==> src/hw/chan_link_pkg.sv <==
// widths, FIFO depths, thresholds, compensation timing and register map of the channel link
`default_nettype none

package chan_link_pkg;

  // stream payload
  localparam int chan_data_w = 32;            // lane word width
  localparam int chan_keep_w = 4;             // one keep bit per byte

  // FIFOs
  localparam int chan_fifo_depth = 16;        // entries per FIFO
  localparam int chan_fifo_cnt_w = 5;         // holds 0 to depth
  localparam int chan_prog_full  = 12;        // pause threshold, in entries

  // clock compensation
  localparam int cc_period = 64;              // slot start to slot start
  localparam int cc_len    = 4;               // do_cc cycles per slot

  // programming bus and statistics
  localparam int cnt_w      = 32;             // saturating counters
  localparam int stat_n     = 4;              // tx, rx, drop, cc
  localparam int io_addr_w  = 20;             // top bits decoded upstream
  localparam int io_data_w  = 32;
  localparam int loopback_w = 3;              // same width as the transceiver loopback port

  // register word addresses
  localparam logic [io_addr_w-1:0] reg_loopback   = 20'd0;  // rw
  localparam logic [io_addr_w-1:0] reg_status     = 20'd1;  // ro, bit0 channel_up, bit1 pause
  localparam logic [io_addr_w-1:0] reg_tx_count   = 20'd2;  // write clears
  localparam logic [io_addr_w-1:0] reg_rx_count   = 20'd3;
  localparam logic [io_addr_w-1:0] reg_drop_count = 20'd4;
  localparam logic [io_addr_w-1:0] reg_cc_count   = 20'd5;

endpackage

`default_nettype wire

==> src/hw/chan_link_fifo.sv <==
// show-ahead stream FIFO with occupancy count and programmable-full flag
`default_nettype none

module chan_link_fifo (
  input  logic                                  aurora_user_clk,
  input  logic                                  rst_n,
  input  logic                                  s_valid,    // write side
  output logic                                  s_ready,
  input  logic [chan_link_pkg::chan_data_w-1:0] s_data,
  input  logic [chan_link_pkg::chan_keep_w-1:0] s_keep,
  input  logic                                  s_last,
  output logic                                  m_valid,    // read side, head word shown
  input  logic                                  m_ready,
  output logic [chan_link_pkg::chan_data_w-1:0] m_data,
  output logic [chan_link_pkg::chan_keep_w-1:0] m_keep,
  output logic                                  m_last,
  output logic                                  prog_full   // almost full
);
  import chan_link_pkg::*;

  logic [chan_data_w-1:0]     mem_data [chan_fifo_depth];
  logic [chan_keep_w-1:0]     mem_keep [chan_fifo_depth];
  logic                       mem_last [chan_fifo_depth];
  logic [chan_fifo_cnt_w-2:0] wr_ptr;   // wraps at depth
  logic [chan_fifo_cnt_w-2:0] rd_ptr;
  logic [chan_fifo_cnt_w-1:0] count;    // occupancy
  logic                       push;
  logic                       pop;

  assign s_ready   = (count != chan_fifo_depth);  // not full
  assign m_valid   = (count != '0);
  assign push      = s_valid & s_ready;
  assign pop       = m_valid & m_ready;
  assign m_data    = mem_data[rd_ptr];
  assign m_keep    = mem_keep[rd_ptr];
  assign m_last    = mem_last[rd_ptr];
  assign prog_full = (count >= chan_prog_full);   // from registered count

  always_ff @(posedge aurora_user_clk or negedge rst_n) begin
    if (!rst_n) begin
      wr_ptr <= '0;
      rd_ptr <= '0;
      count  <= '0;
    end else begin
      if (push) wr_ptr <= wr_ptr + 1'b1;
      if (pop) rd_ptr <= rd_ptr + 1'b1;
      case ({push, pop})
        2'b10:   count <= count + 1'b1;
        2'b01:   count <= count - 1'b1;
        default: count <= count;            // idle or simultaneous push and pop
      endcase
    end
  end

  // storage, no reset
  always_ff @(posedge aurora_user_clk) begin
    if (push) begin
      mem_data[wr_ptr] <= s_data;
      mem_keep[wr_ptr] <= s_keep;
      mem_last[wr_ptr] <= s_last;
    end
  end

  a_count_bound: assert property (@(posedge aurora_user_clk) disable iff (!rst_n)
    count <= chan_fifo_depth)
    else $error("fifo occupancy above depth");

  // pointers equal and not full means empty
  a_empty_no_valid: assert property (@(posedge aurora_user_clk) disable iff (!rst_n)
    (wr_ptr == rd_ptr && count != chan_fifo_depth) |-> !m_valid)
    else $error("fifo shows valid while empty");

endmodule

`default_nettype wire

==> src/hw/chan_cc_scheduler.sv <==
// lane_up synchroniser and periodic clock-compensation slot generator
`default_nettype none

module chan_cc_scheduler (
  input  logic aurora_user_clk,
  input  logic rst_n,
  input  logic lane_up,      // level from outside
  output logic channel_up,
  output logic do_cc,        // compensation slot, lane tx idles
  output logic cc_start      // first cycle of each slot
);
  import chan_link_pkg::*;

  logic                         lane_up_r;      // first stage
  logic [$clog2(cc_period)-1:0] cc_cnt;         // cycles into current period
  logic                         period_done;    // at least one full period seen

  always_ff @(posedge aurora_user_clk or negedge rst_n) begin
    if (!rst_n) begin
      lane_up_r  <= 1'b0;
      channel_up <= 1'b0;
    end else begin
      lane_up_r  <= lane_up;
      channel_up <= lane_up_r;    // two cycles behind lane_up
    end
  end

  // cleared together with channel_up falling, counts while up
  always_ff @(posedge aurora_user_clk or negedge rst_n) begin
    if (!rst_n) begin
      cc_cnt      <= '0;
      period_done <= 1'b0;
    end else if (!lane_up_r) begin
      cc_cnt      <= '0;
      period_done <= 1'b0;
    end else if (channel_up) begin
      if (cc_cnt == cc_period - 1) begin
        cc_cnt      <= '0;
        period_done <= 1'b1;
      end else begin
        cc_cnt <= cc_cnt + 1'b1;
      end
    end
  end

  assign do_cc    = period_done & (cc_cnt < cc_len);   // first cc_len cycles after wrap
  assign cc_start = period_done & (cc_cnt == '0);

  a_cc_only_when_up: assert property (@(posedge aurora_user_clk) disable iff (!rst_n)
    do_cc |-> channel_up)
    else $error("do_cc while channel down");

endmodule

`default_nettype wire

==> src/hw/chan_lane_tx.sv <==
// lane transmitter draining the transmit FIFO onto the lane word port
`default_nettype none

module chan_lane_tx (
  input  logic                                  aurora_user_clk,
  input  logic                                  rst_n,
  input  logic                                  channel_up,
  input  logic                                  do_cc,
  input  logic                                  f_valid,        // from tx FIFO
  output logic                                  f_ready,
  input  logic [chan_link_pkg::chan_data_w-1:0] f_data,
  input  logic [chan_link_pkg::chan_keep_w-1:0] f_keep,
  input  logic                                  f_last,
  output logic                                  lane_tx_valid,  // no ready on the lane
  output logic [chan_link_pkg::chan_data_w-1:0] lane_tx_data,
  output logic [chan_link_pkg::chan_keep_w-1:0] lane_tx_keep,
  output logic                                  lane_tx_last,
  output logic                                  tx_beat         // one per word sent
);
  import chan_link_pkg::*;

  logic accept;

  assign f_ready = channel_up & ~do_cc;   // open slot only
  assign accept  = f_valid & f_ready;

  always_ff @(posedge aurora_user_clk or negedge rst_n) begin
    if (!rst_n) begin
      lane_tx_valid <= 1'b0;
    end else begin
      lane_tx_valid <= accept;            // idle otherwise
    end
  end

  always_ff @(posedge aurora_user_clk) begin
    if (accept) begin
      lane_tx_data <= f_data;
      lane_tx_keep <= f_keep;
      lane_tx_last <= f_last;
    end
  end

  assign tx_beat = lane_tx_valid;

endmodule

`default_nettype wire

==> src/hw/chan_lane_rx.sv <==
// lane receiver with loopback select, one register stage and drop on full receive FIFO
`default_nettype none

module chan_lane_rx (
  input  logic                                  aurora_user_clk,
  input  logic                                  rst_n,
  input  logic [chan_link_pkg::loopback_w-1:0]  loopback_set,   // nonzero picks loopback
  input  logic                                  lane_rx_valid,
  input  logic [chan_link_pkg::chan_data_w-1:0] lane_rx_data,
  input  logic [chan_link_pkg::chan_keep_w-1:0] lane_rx_keep,
  input  logic                                  lane_rx_last,
  input  logic                                  lb_valid,       // near-end loopback
  input  logic [chan_link_pkg::chan_data_w-1:0] lb_data,
  input  logic [chan_link_pkg::chan_keep_w-1:0] lb_keep,
  input  logic                                  lb_last,
  input  logic                                  fifo_full,
  output logic                                  w_valid,        // rx FIFO write
  output logic [chan_link_pkg::chan_data_w-1:0] w_data,
  output logic [chan_link_pkg::chan_keep_w-1:0] w_keep,
  output logic                                  w_last,
  output logic                                  rx_beat,
  output logic                                  drop_pulse
);
  import chan_link_pkg::*;

  logic use_lb;
  logic held_valid;   // word in the stage

  assign use_lb = (loopback_set != '0);

  always_ff @(posedge aurora_user_clk or negedge rst_n) begin
    if (!rst_n) begin
      held_valid <= 1'b0;
    end else begin
      held_valid <= use_lb ? lb_valid : lane_rx_valid;
    end
  end

  always_ff @(posedge aurora_user_clk) begin
    w_data <= use_lb ? lb_data : lane_rx_data;
    w_keep <= use_lb ? lb_keep : lane_rx_keep;
    w_last <= use_lb ? lb_last : lane_rx_last;
  end

  // no back-pressure upstream, so a full FIFO loses the word
  assign w_valid    = held_valid & ~fifo_full;
  assign drop_pulse = held_valid & fifo_full;
  assign rx_beat    = w_valid;

  // each source word leaves the stage one cycle later, as a write or as a drop
  a_word_written_or_dropped: assert property (@(posedge aurora_user_clk) disable iff (!rst_n)
    (use_lb ? lb_valid : lane_rx_valid) |=> (w_valid ^ drop_pulse))
    else $error("lane word neither written nor dropped one cycle later");

endmodule

`default_nettype wire

==> src/hw/chan_io_block.sv <==
// programming-bus registers for loopback, link status and statistics counters
`default_nettype none

module chan_io_block (
  input  logic                                 aurora_user_clk,
  input  logic                                 rst_n,
  input  logic                                 io_sel,        // block selected
  input  logic                                 io_sync,       // transfer start
  input  logic [chan_link_pkg::io_addr_w-1:0]  io_addr,
  input  logic                                 io_rd_en,
  input  logic                                 io_wr_en,
  input  logic [chan_link_pkg::io_data_w-1:0]  io_wr_data,
  input  logic                                 channel_up,
  input  logic                                 acq_readout_pause,
  input  logic                                 tx_beat,
  input  logic                                 rx_beat,
  input  logic                                 drop_pulse,
  input  logic                                 cc_start,
  output logic [chan_link_pkg::io_data_w-1:0]  io_rd_data,
  output logic                                 io_rd_ack,     // one cycle after the read
  output logic [chan_link_pkg::loopback_w-1:0] loopback_set
);
  import chan_link_pkg::*;

  logic                        wr_stb;
  logic                        rd_stb;
  logic [stat_n-1:0]           stat_evt;   // tx, rx, drop, cc
  logic [stat_n-1:0][cnt_w-1:0] stat_cnt;
  logic [io_data_w-1:0]        rd_value;

  assign wr_stb   = io_sel & io_sync & io_wr_en;
  assign rd_stb   = io_sel & io_sync & io_rd_en;
  assign stat_evt = {cc_start, drop_pulse, rx_beat, tx_beat};   // order of reg_tx_count on

  always_ff @(posedge aurora_user_clk or negedge rst_n) begin
    if (!rst_n) begin
      loopback_set <= '0;
    end else if (wr_stb && io_addr == reg_loopback) begin
      loopback_set <= io_wr_data[loopback_w-1:0];
    end
  end

  // saturating counters, a write to one clears it
  always_ff @(posedge aurora_user_clk or negedge rst_n) begin
    if (!rst_n) begin
      stat_cnt <= '0;
    end else begin
      for (int i = 0; i < stat_n; i++) begin
        if (wr_stb && io_addr == reg_tx_count + i) begin
          stat_cnt[i] <= '0;
        end else if (stat_evt[i] && stat_cnt[i] != '1) begin
          stat_cnt[i] <= stat_cnt[i] + 1'b1;
        end
      end
    end
  end

  always_comb begin
    rd_value = '0;                       // undefined address
    case (io_addr)
      reg_loopback:   rd_value = io_data_w'(loopback_set);
      reg_status:     rd_value = io_data_w'({acq_readout_pause, channel_up});
      reg_tx_count:   rd_value = io_data_w'(stat_cnt[0]);
      reg_rx_count:   rd_value = io_data_w'(stat_cnt[1]);
      reg_drop_count: rd_value = io_data_w'(stat_cnt[2]);
      reg_cc_count:   rd_value = io_data_w'(stat_cnt[3]);
      default:        rd_value = '0;
    endcase
  end

  always_ff @(posedge aurora_user_clk or negedge rst_n) begin
    if (!rst_n) begin
      io_rd_ack <= 1'b0;
    end else begin
      io_rd_ack <= rd_stb;
    end
  end

  always_ff @(posedge aurora_user_clk) begin
    if (rd_stb) io_rd_data <= rd_value;   // held until next read
  end

endmodule

`default_nettype wire

==> src/hw/one_channel.sv <==
// channel link top with transmit and receive FIFOs, compensation scheduler, lane tx/rx and registers
`default_nettype none

module one_channel (
  input  logic                                  aurora_user_clk,
  input  logic                                  rst_n,
  input  logic                                  lane_up,            // from the lane side
  // stream into the transmit FIFO
  input  logic                                  s_axis_tx_tvalid,
  output logic                                  s_axis_tx_tready,
  input  logic [chan_link_pkg::chan_data_w-1:0] s_axis_tx_tdata,
  input  logic [chan_link_pkg::chan_keep_w-1:0] s_axis_tx_tkeep,
  input  logic                                  s_axis_tx_tlast,
  // stream out of the receive FIFO
  output logic                                  m_axis_rx_tvalid,
  input  logic                                  m_axis_rx_tready,
  output logic [chan_link_pkg::chan_data_w-1:0] m_axis_rx_tdata,
  output logic [chan_link_pkg::chan_keep_w-1:0] m_axis_rx_tkeep,
  output logic                                  m_axis_rx_tlast,
  // parallel lane word ports
  output logic                                  lane_tx_valid,
  output logic [chan_link_pkg::chan_data_w-1:0] lane_tx_data,
  output logic [chan_link_pkg::chan_keep_w-1:0] lane_tx_keep,
  output logic                                  lane_tx_last,
  input  logic                                  lane_rx_valid,
  input  logic [chan_link_pkg::chan_data_w-1:0] lane_rx_data,
  input  logic [chan_link_pkg::chan_keep_w-1:0] lane_rx_keep,
  input  logic                                  lane_rx_last,
  output logic                                  acq_readout_pause,  // rx FIFO almost full
  // programming bus
  input  logic                                  io_sel,
  input  logic                                  io_sync,
  input  logic [chan_link_pkg::io_addr_w-1:0]   io_addr,
  input  logic                                  io_rd_en,
  input  logic                                  io_wr_en,
  input  logic [chan_link_pkg::io_data_w-1:0]   io_wr_data,
  output logic [chan_link_pkg::io_data_w-1:0]   io_rd_data,
  output logic                                  io_rd_ack
);
  import chan_link_pkg::*;

  logic                   channel_up, do_cc, cc_start;
  logic                   tx_s_ready;                  // tx FIFO not full
  logic                   tx_f_valid, tx_f_ready, tx_f_last;
  logic [chan_data_w-1:0] tx_f_data;
  logic [chan_keep_w-1:0] tx_f_keep;
  logic                   rx_s_ready;                  // rx FIFO not full
  logic                   rx_w_valid, rx_w_last;
  logic [chan_data_w-1:0] rx_w_data;
  logic [chan_keep_w-1:0] rx_w_keep;
  logic                   tx_beat, rx_beat, drop_pulse;
  logic [loopback_w-1:0]  loopback_set;

  // input stream held off until the channel is up
  assign s_axis_tx_tready = tx_s_ready & channel_up;

  chan_link_fifo u_tx_fifo (
    .aurora_user_clk(aurora_user_clk), .rst_n(rst_n),
    .s_valid(s_axis_tx_tvalid & channel_up), .s_ready(tx_s_ready),
    .s_data(s_axis_tx_tdata), .s_keep(s_axis_tx_tkeep), .s_last(s_axis_tx_tlast),
    .m_valid(tx_f_valid), .m_ready(tx_f_ready),
    .m_data(tx_f_data), .m_keep(tx_f_keep), .m_last(tx_f_last),
    .prog_full()                                        // no pause on the tx side
  );

  chan_cc_scheduler u_cc_scheduler (
    .aurora_user_clk(aurora_user_clk), .rst_n(rst_n), .lane_up(lane_up),
    .channel_up(channel_up), .do_cc(do_cc), .cc_start(cc_start)
  );

  chan_lane_tx u_lane_tx (
    .aurora_user_clk(aurora_user_clk), .rst_n(rst_n),
    .channel_up(channel_up), .do_cc(do_cc),
    .f_valid(tx_f_valid), .f_ready(tx_f_ready),
    .f_data(tx_f_data), .f_keep(tx_f_keep), .f_last(tx_f_last),
    .lane_tx_valid(lane_tx_valid), .lane_tx_data(lane_tx_data),
    .lane_tx_keep(lane_tx_keep), .lane_tx_last(lane_tx_last),
    .tx_beat(tx_beat)
  );

  chan_lane_rx u_lane_rx (
    .aurora_user_clk(aurora_user_clk), .rst_n(rst_n), .loopback_set(loopback_set),
    .lane_rx_valid(lane_rx_valid), .lane_rx_data(lane_rx_data),
    .lane_rx_keep(lane_rx_keep), .lane_rx_last(lane_rx_last),
    .lb_valid(lane_tx_valid), .lb_data(lane_tx_data),   // near-end loopback
    .lb_keep(lane_tx_keep), .lb_last(lane_tx_last),
    .fifo_full(~rx_s_ready),
    .w_valid(rx_w_valid), .w_data(rx_w_data), .w_keep(rx_w_keep), .w_last(rx_w_last),
    .rx_beat(rx_beat), .drop_pulse(drop_pulse)
  );

  chan_link_fifo u_rx_fifo (
    .aurora_user_clk(aurora_user_clk), .rst_n(rst_n),
    .s_valid(rx_w_valid), .s_ready(rx_s_ready),
    .s_data(rx_w_data), .s_keep(rx_w_keep), .s_last(rx_w_last),
    .m_valid(m_axis_rx_tvalid), .m_ready(m_axis_rx_tready),
    .m_data(m_axis_rx_tdata), .m_keep(m_axis_rx_tkeep), .m_last(m_axis_rx_tlast),
    .prog_full(acq_readout_pause)
  );

  chan_io_block u_io_block (
    .aurora_user_clk(aurora_user_clk), .rst_n(rst_n),
    .io_sel(io_sel), .io_sync(io_sync), .io_addr(io_addr),
    .io_rd_en(io_rd_en), .io_wr_en(io_wr_en), .io_wr_data(io_wr_data),
    .channel_up(channel_up), .acq_readout_pause(acq_readout_pause),
    .tx_beat(tx_beat), .rx_beat(rx_beat), .drop_pulse(drop_pulse), .cc_start(cc_start),
    .io_rd_data(io_rd_data), .io_rd_ack(io_rd_ack), .loopback_set(loopback_set)
  );

endmodule

`default_nettype wire

==> config.mk <==
export PLATFORM = sky130hd
export DESIGN_NAME = one_channel
export DESIGN_NICKNAME = d
export VERILOG_FILES = /design/src/hw/chan_link_pkg.sv /design/src/hw/chan_link_fifo.sv /design/src/hw/chan_cc_scheduler.sv /design/src/hw/chan_lane_tx.sv /design/src/hw/chan_lane_rx.sv /design/src/hw/chan_io_block.sv /design/src/hw/one_channel.sv
export SDC_FILE = /design/constraint.sdc
export NUM_CORES = 2
export LEC_CHECK = 0
export ABC_CLOCK_PERIOD_IN_PS = 7500
export BUFFER_PORTS_ARGS = -buffer_cell sky130_fd_sc_hd__buf_4
export CORE_MARGIN = 4
export CORE_UTILIZATION = 40
export DETAILED_ROUTE_END_ITERATION = 10
export MAX_ROUTING_LAYER = met4
export PLACE_DENSITY = 0.67
export SLEW_MARGIN = 30
export SYNTH_ARGS = -nofsm -noshare
export SYNTH_HDL_FRONTEND = slang
export SYNTH_SLANG_ARGS = --single-unit
==> constraint.sdc <==
create_clock -name aurora_user_clk -period 7.5 [get_ports aurora_user_clk]
set_input_delay 0.375 -clock aurora_user_clk [delete_from_list [all_inputs] [get_ports aurora_user_clk]]
set_output_delay 0.375 -clock aurora_user_clk [all_outputs]
set_load 0.02 [all_outputs]
==> flow_results.xml <==
<?xml version="1.0" encoding="UTF-8"?>
<metrics>
  <group name="timing">
    <metric name="fin_worst_skew" unit="ns">0.0524</metric>
    <metric name="tns" unit="ns">0</metric>
    <metric name="finalHoldViolations" unit="">0</metric>
    <metric name="timing.slew.headroom" unit="%">37.1</metric>
    <metric name="setup_viol" unit="">0</metric>
    <metric name="finalMaxSlewViolations" unit="">0</metric>
    <metric name="hold-worst-slack" unit="ns">0.0550</metric>
    <metric name="min_period" unit="ns">4.02</metric>
    <metric name="worst_pin_slew" unit="ns">0.944</metric>
    <metric name="unrepaired_setup_endpoints_after_global_routing" unit="">false</metric>
    <metric name="fmax" unit="MHz">249</metric>
    <metric name="fin_crit_share" unit="%">53.6</metric>
  </group>
  <group name="route">
    <metric name="drc" unit="">0</metric>
    <metric name="drt-initial-drc-count" unit="">3007</metric>
    <metric name="drtAntennaViolNets" unit="">0</metric>
    <metric name="wl" unit="mm">135</metric>
    <metric name="wl_per_cell" unit="um">25.4</metric>
    <metric name="number_of_vias_per_cell" unit="">5.60</metric>
    <metric name="vias" unit="">29900</metric>
    <metric name="drt_pre_antenna_iters" unit="">8</metric>
  </group>
  <group name="clocking">
    <metric name="clockRootBuffer" unit="">clkbuf_16</metric>
    <metric name="cts-root-to-sink-buffers" unit="">3</metric>
    <metric name="clk_pin_slew_worst_paths" unit="ns">0.07</metric>
    <metric name="htree_num_levels" unit="">4</metric>
    <metric name="cts_tree" unit="">built</metric>
    <metric name="cts-resized-gates" unit="">0</metric>
    <metric name="cts_sinks" unit="">1459</metric>
    <metric name="cts_inserted_buffers" unit="">148</metric>
    <metric name="postCtsSetupRepairBufs" unit="">0</metric>
    <metric name="insertion_delay" unit="ns">0.79</metric>
    <metric name="postCtsHoldBufs" unit="">78</metric>
  </group>
  <group name="global_route">
    <metric name="gr-usage-met1" unit="%">24.4</metric>
    <metric name="gr-total-overflow" unit="">0</metric>
    <metric name="grt_antenna_before_repair" unit="">19</metric>
    <metric name="grt_max_degree" unit="">98</metric>
    <metric name="globalRouteMet3Util" unit="%">4.04</metric>
    <metric name="grt_first_pass_wirelength" unit="mm">200</metric>
    <metric name="gr-max-usage-layer" unit="">met2</metric>
    <metric name="grt_pass1_vias" unit="">30000</metric>
    <metric name="globalRouteTotalUtil" unit="%">18.4</metric>
    <metric name="grt_use_met2" unit="%">28.5</metric>
  </group>
  <group name="place">
    <metric name="post-place-cells" unit="">4961</metric>
    <metric name="placed_cell_area" unit="mm^2">0.0620</metric>
    <metric name="routabilityCongestion" unit="">0.843</metric>
    <metric name="port_buffers" unit="">217</metric>
    <metric name="detailedPlacementHpwl" unit="mm">77.1</metric>
  </group>
  <group name="setup_path">
    <metric name="timing.setup.critical_path_class" unit="">reg2out</metric>
    <metric name="timing.critical_path.to_type" unit="">output port</metric>
    <metric name="cp_max_stage_cell" unit="">dfrtp_4</metric>
    <metric name="critical_path.startpoint_type" unit="">flop</metric>
    <metric name="worstPathCellList" unit="">buf_4 &gt; mux4_2 &gt; mux4_2 &gt; buf_4</metric>
    <metric name="arrival_time_of_data_at_the_critical_path_endpoint" unit="ns">3.65</metric>
    <metric name="critPathRequiredTime" unit="ns">7.12</metric>
    <metric name="cp.buffers_inverters" unit="">2</metric>
    <metric name="timing.critical_path.slowest_cell_delay" unit="ns">0.92</metric>
    <metric name="cp_top_family" unit="">multiplexers</metric>
    <metric name="crit_path_max_fanout" unit="">50</metric>
  </group>
  <group name="yosys">
    <metric name="synthCells" unit="">2929</metric>
    <metric name="cell_area_after_synthesis" unit="mm^2">0.0578</metric>
    <metric name="synth_area_leaders" unit="">edfxtp_1 65%, mux4_2 14%, dfrtp_1 7.3%</metric>
    <metric name="synth.avg_cell_area" unit="um^2">19.7</metric>
    <metric name="synth_enable_flop_cells" unit="">1253</metric>
    <metric name="synth-main-ff-cell" unit="">edfxtp_1</metric>
    <metric name="leading_cell_type_by_number_of_instances_after_synthesis" unit="">edfxtp_1</metric>
    <metric name="yosysWarnings" unit="">0</metric>
    <metric name="synth.distinct_cells" unit="">71</metric>
    <metric name="yosys.area.top_type" unit="">edfxtp_1</metric>
    <metric name="synth-seq-area-share" unit="%">73.6</metric>
    <metric name="synth-seq-cells" unit="">1459</metric>
    <metric name="postSynth.asyncResetShare" unit="%">11.6</metric>
    <metric name="total_nets_after_synthesis" unit="">3091</metric>
    <metric name="synth_top_cells_by_count" unit="">1253 x edfxtp_1, 372 x mux4_2, 169 x dfrtp_1, 104 x clkbuf_1, 89 x a21oi_1</metric>
    <metric name="synthDominantCellAreaShare" unit="%">65.1</metric>
  </group>
  <group name="floorplan">
    <metric name="initial_utilization" unit="%">40.3</metric>
    <metric name="design.portCount" unit="">247</metric>
    <metric name="die_w" unit="um">388</metric>
    <metric name="floorplan.rows" unit="">139</metric>
    <metric name="area_of_the_core" unit="mm^2">0.144</metric>
    <metric name="dieArea" unit="mm^2">0.151</metric>
    <metric name="dieHeight" unit="um">388</metric>
  </group>
  <group name="layout">
    <metric name="layout.core_utilization" unit="%">47.3</metric>
    <metric name="fillCellCount" unit="">11800</metric>
    <metric name="syn2layout_area_growth" unit="%">17.4</metric>
    <metric name="num-nets-final" unit="">3449</metric>
    <metric name="finish.instance_area" unit="mm^2">0.0679</metric>
    <metric name="finish.cell_count_without_fillers" unit="">5328</metric>
    <metric name="share_of_cells_above_drive_strength_1" unit="%">28.7</metric>
  </group>
  <group name="run_status">
    <metric name="status" unit="">finished, final reports clean</metric>
  </group>
  <group name="power_and_ir_drop">
    <metric name="power_density" unit="mW/mm^2">366</metric>
    <metric name="vdd.ir_drop.worst" unit="mV">0.361</metric>
    <metric name="cellLeakagePower" unit="nW">22.2</metric>
  </group>
  <group name="hold_path">
    <metric name="hold_path_class" unit="">in2reg</metric>
  </group>
  <group name="run">
    <metric name="maxcap_viol_count" unit="">0</metric>
  </group>
</metrics>
layer usage:
| layer | vias to the layer above | routed length (um) |
|---|---|---|
| li1 | 12900 | - |
| met1 | 15700 | 55900 |
| met2 | 1070 | 65800 |
| met3 | 211 | 9710 |
| met4 | 0 | 3850 |
| met5 | - | 0 |
sequential cells by signal, indices dropped and copies added (netlist names), 5 cells and up:
register                flops
u_rx_fifo.mem_last         16
u_lane_rx.w_data           32
u_rx_fifo.mem_data        512
u_io_block.stat_cnt       128
u_cc_scheduler.cc_cnt       6
u_tx_fifo.mem_last         16
u_lane_tx.lane_tx_data     32
u_rx_fifo.count             5
u_tx_fifo.mem_keep         64
u_rx_fifo.mem_keep         64
u_tx_fifo.mem_data        512
u_tx_fifo.count             5
u_io_block.io_rd_data      32
stage by stage:
stage	total power, mW	worst slack, ns
after CTS	25.1	3.36
final	24.9	3.48
after detailed placement	17.6	3.99
after global placement	17.5	3.88
after global routing	26.0	3.26
after floorplan	15.2	2.72
area by class of cell:
cell class | count | area, um^2 | area share [%]
sequential | 1459 | 42600 | 62.8
multi-input combinational | 1296 | 14800 | 21.8
clock buffer | 194 | 3970 | 5.84
timing repair buffer | 357 | 2970 | 4.38
tap | 1903 | 2380 | 3.51
clock inverter | 77 | 1020 | 1.51
inverter | 25 | 93.8 | 0.138
antenna | 17 | 42.5 | 0.0627
cells in the final DEF (no fill, tap or decap), types with 8 or more instances in the layout:
master,count
nand3_1,39
nand4_1,53
mux2i_1,35
clkbuf_1,38
nor2_1,57
xor2_1,27
nand2_1,87
mux2_2,42
nor2_4,12
clkinv_1,21
nor4_1,11
a21oi_1,88
dlygate4sd3_1,78
inv_1,25
o21ai_0,79
clkinv_2,18
dfxtp_1,37
or4_1,41
xnor2_1,29
mux4_2,372
and2_1,11
or3_1,54
o31ai_1,30
edfxtp_1,1253
buf_4,269
and2_2,8
and3_1,20
ha_1,24
and4_1,16
o21ai_1,12
bufinv_16,16
o211ai_1,13
diode_2,17
dfrtp_1,161
clkbuf_16,149
a22oi_1,30
power breakdown:
part           switching (mW)  internal [mW]  total (mW)
logic                    3.41           3.20        6.61
registers               0.980           9.80        10.8
clock network            3.14           4.33        7.47
total                    7.53           17.3        24.9
cells by family after synthesis:
logic type / after synthesis / share of synthesized area [%]
buf+inv: 174 / 1.18
flops: 1459 / 73.6
xor+xnor: 56 / 0.848
simple gates: 468 / 4.65
compound gates: 294 / 3.13
fa+ha+maj: 26 / 0.588
mux: 452 / 16.0
path summary, 6_finish.rpt:
path	slack, ns	end	startpoint	cells after the start
max	3.48	m_axis_rx_tdata[27]	u_rx_fifo.rd_ptr[1]	4
min	0.06	u_lane_rx.w_data[2]	lane_rx_data[2]	2
max reg2reg	4.00	u_rx_fifo.count[4]	u_rx_fifo.count[1]	12
min reg2reg	0.52	u_cc_scheduler.period_done	u_cc_scheduler.period_done	1
max in group asynchronous	5.97	u_rx_fifo.rd_ptr[0]	rst_n	3
min in group asynchronous	0.17	u_cc_scheduler.cc_cnt[4]	rst_n	2
Note: power is estimated with default switching activity, not from simulation.
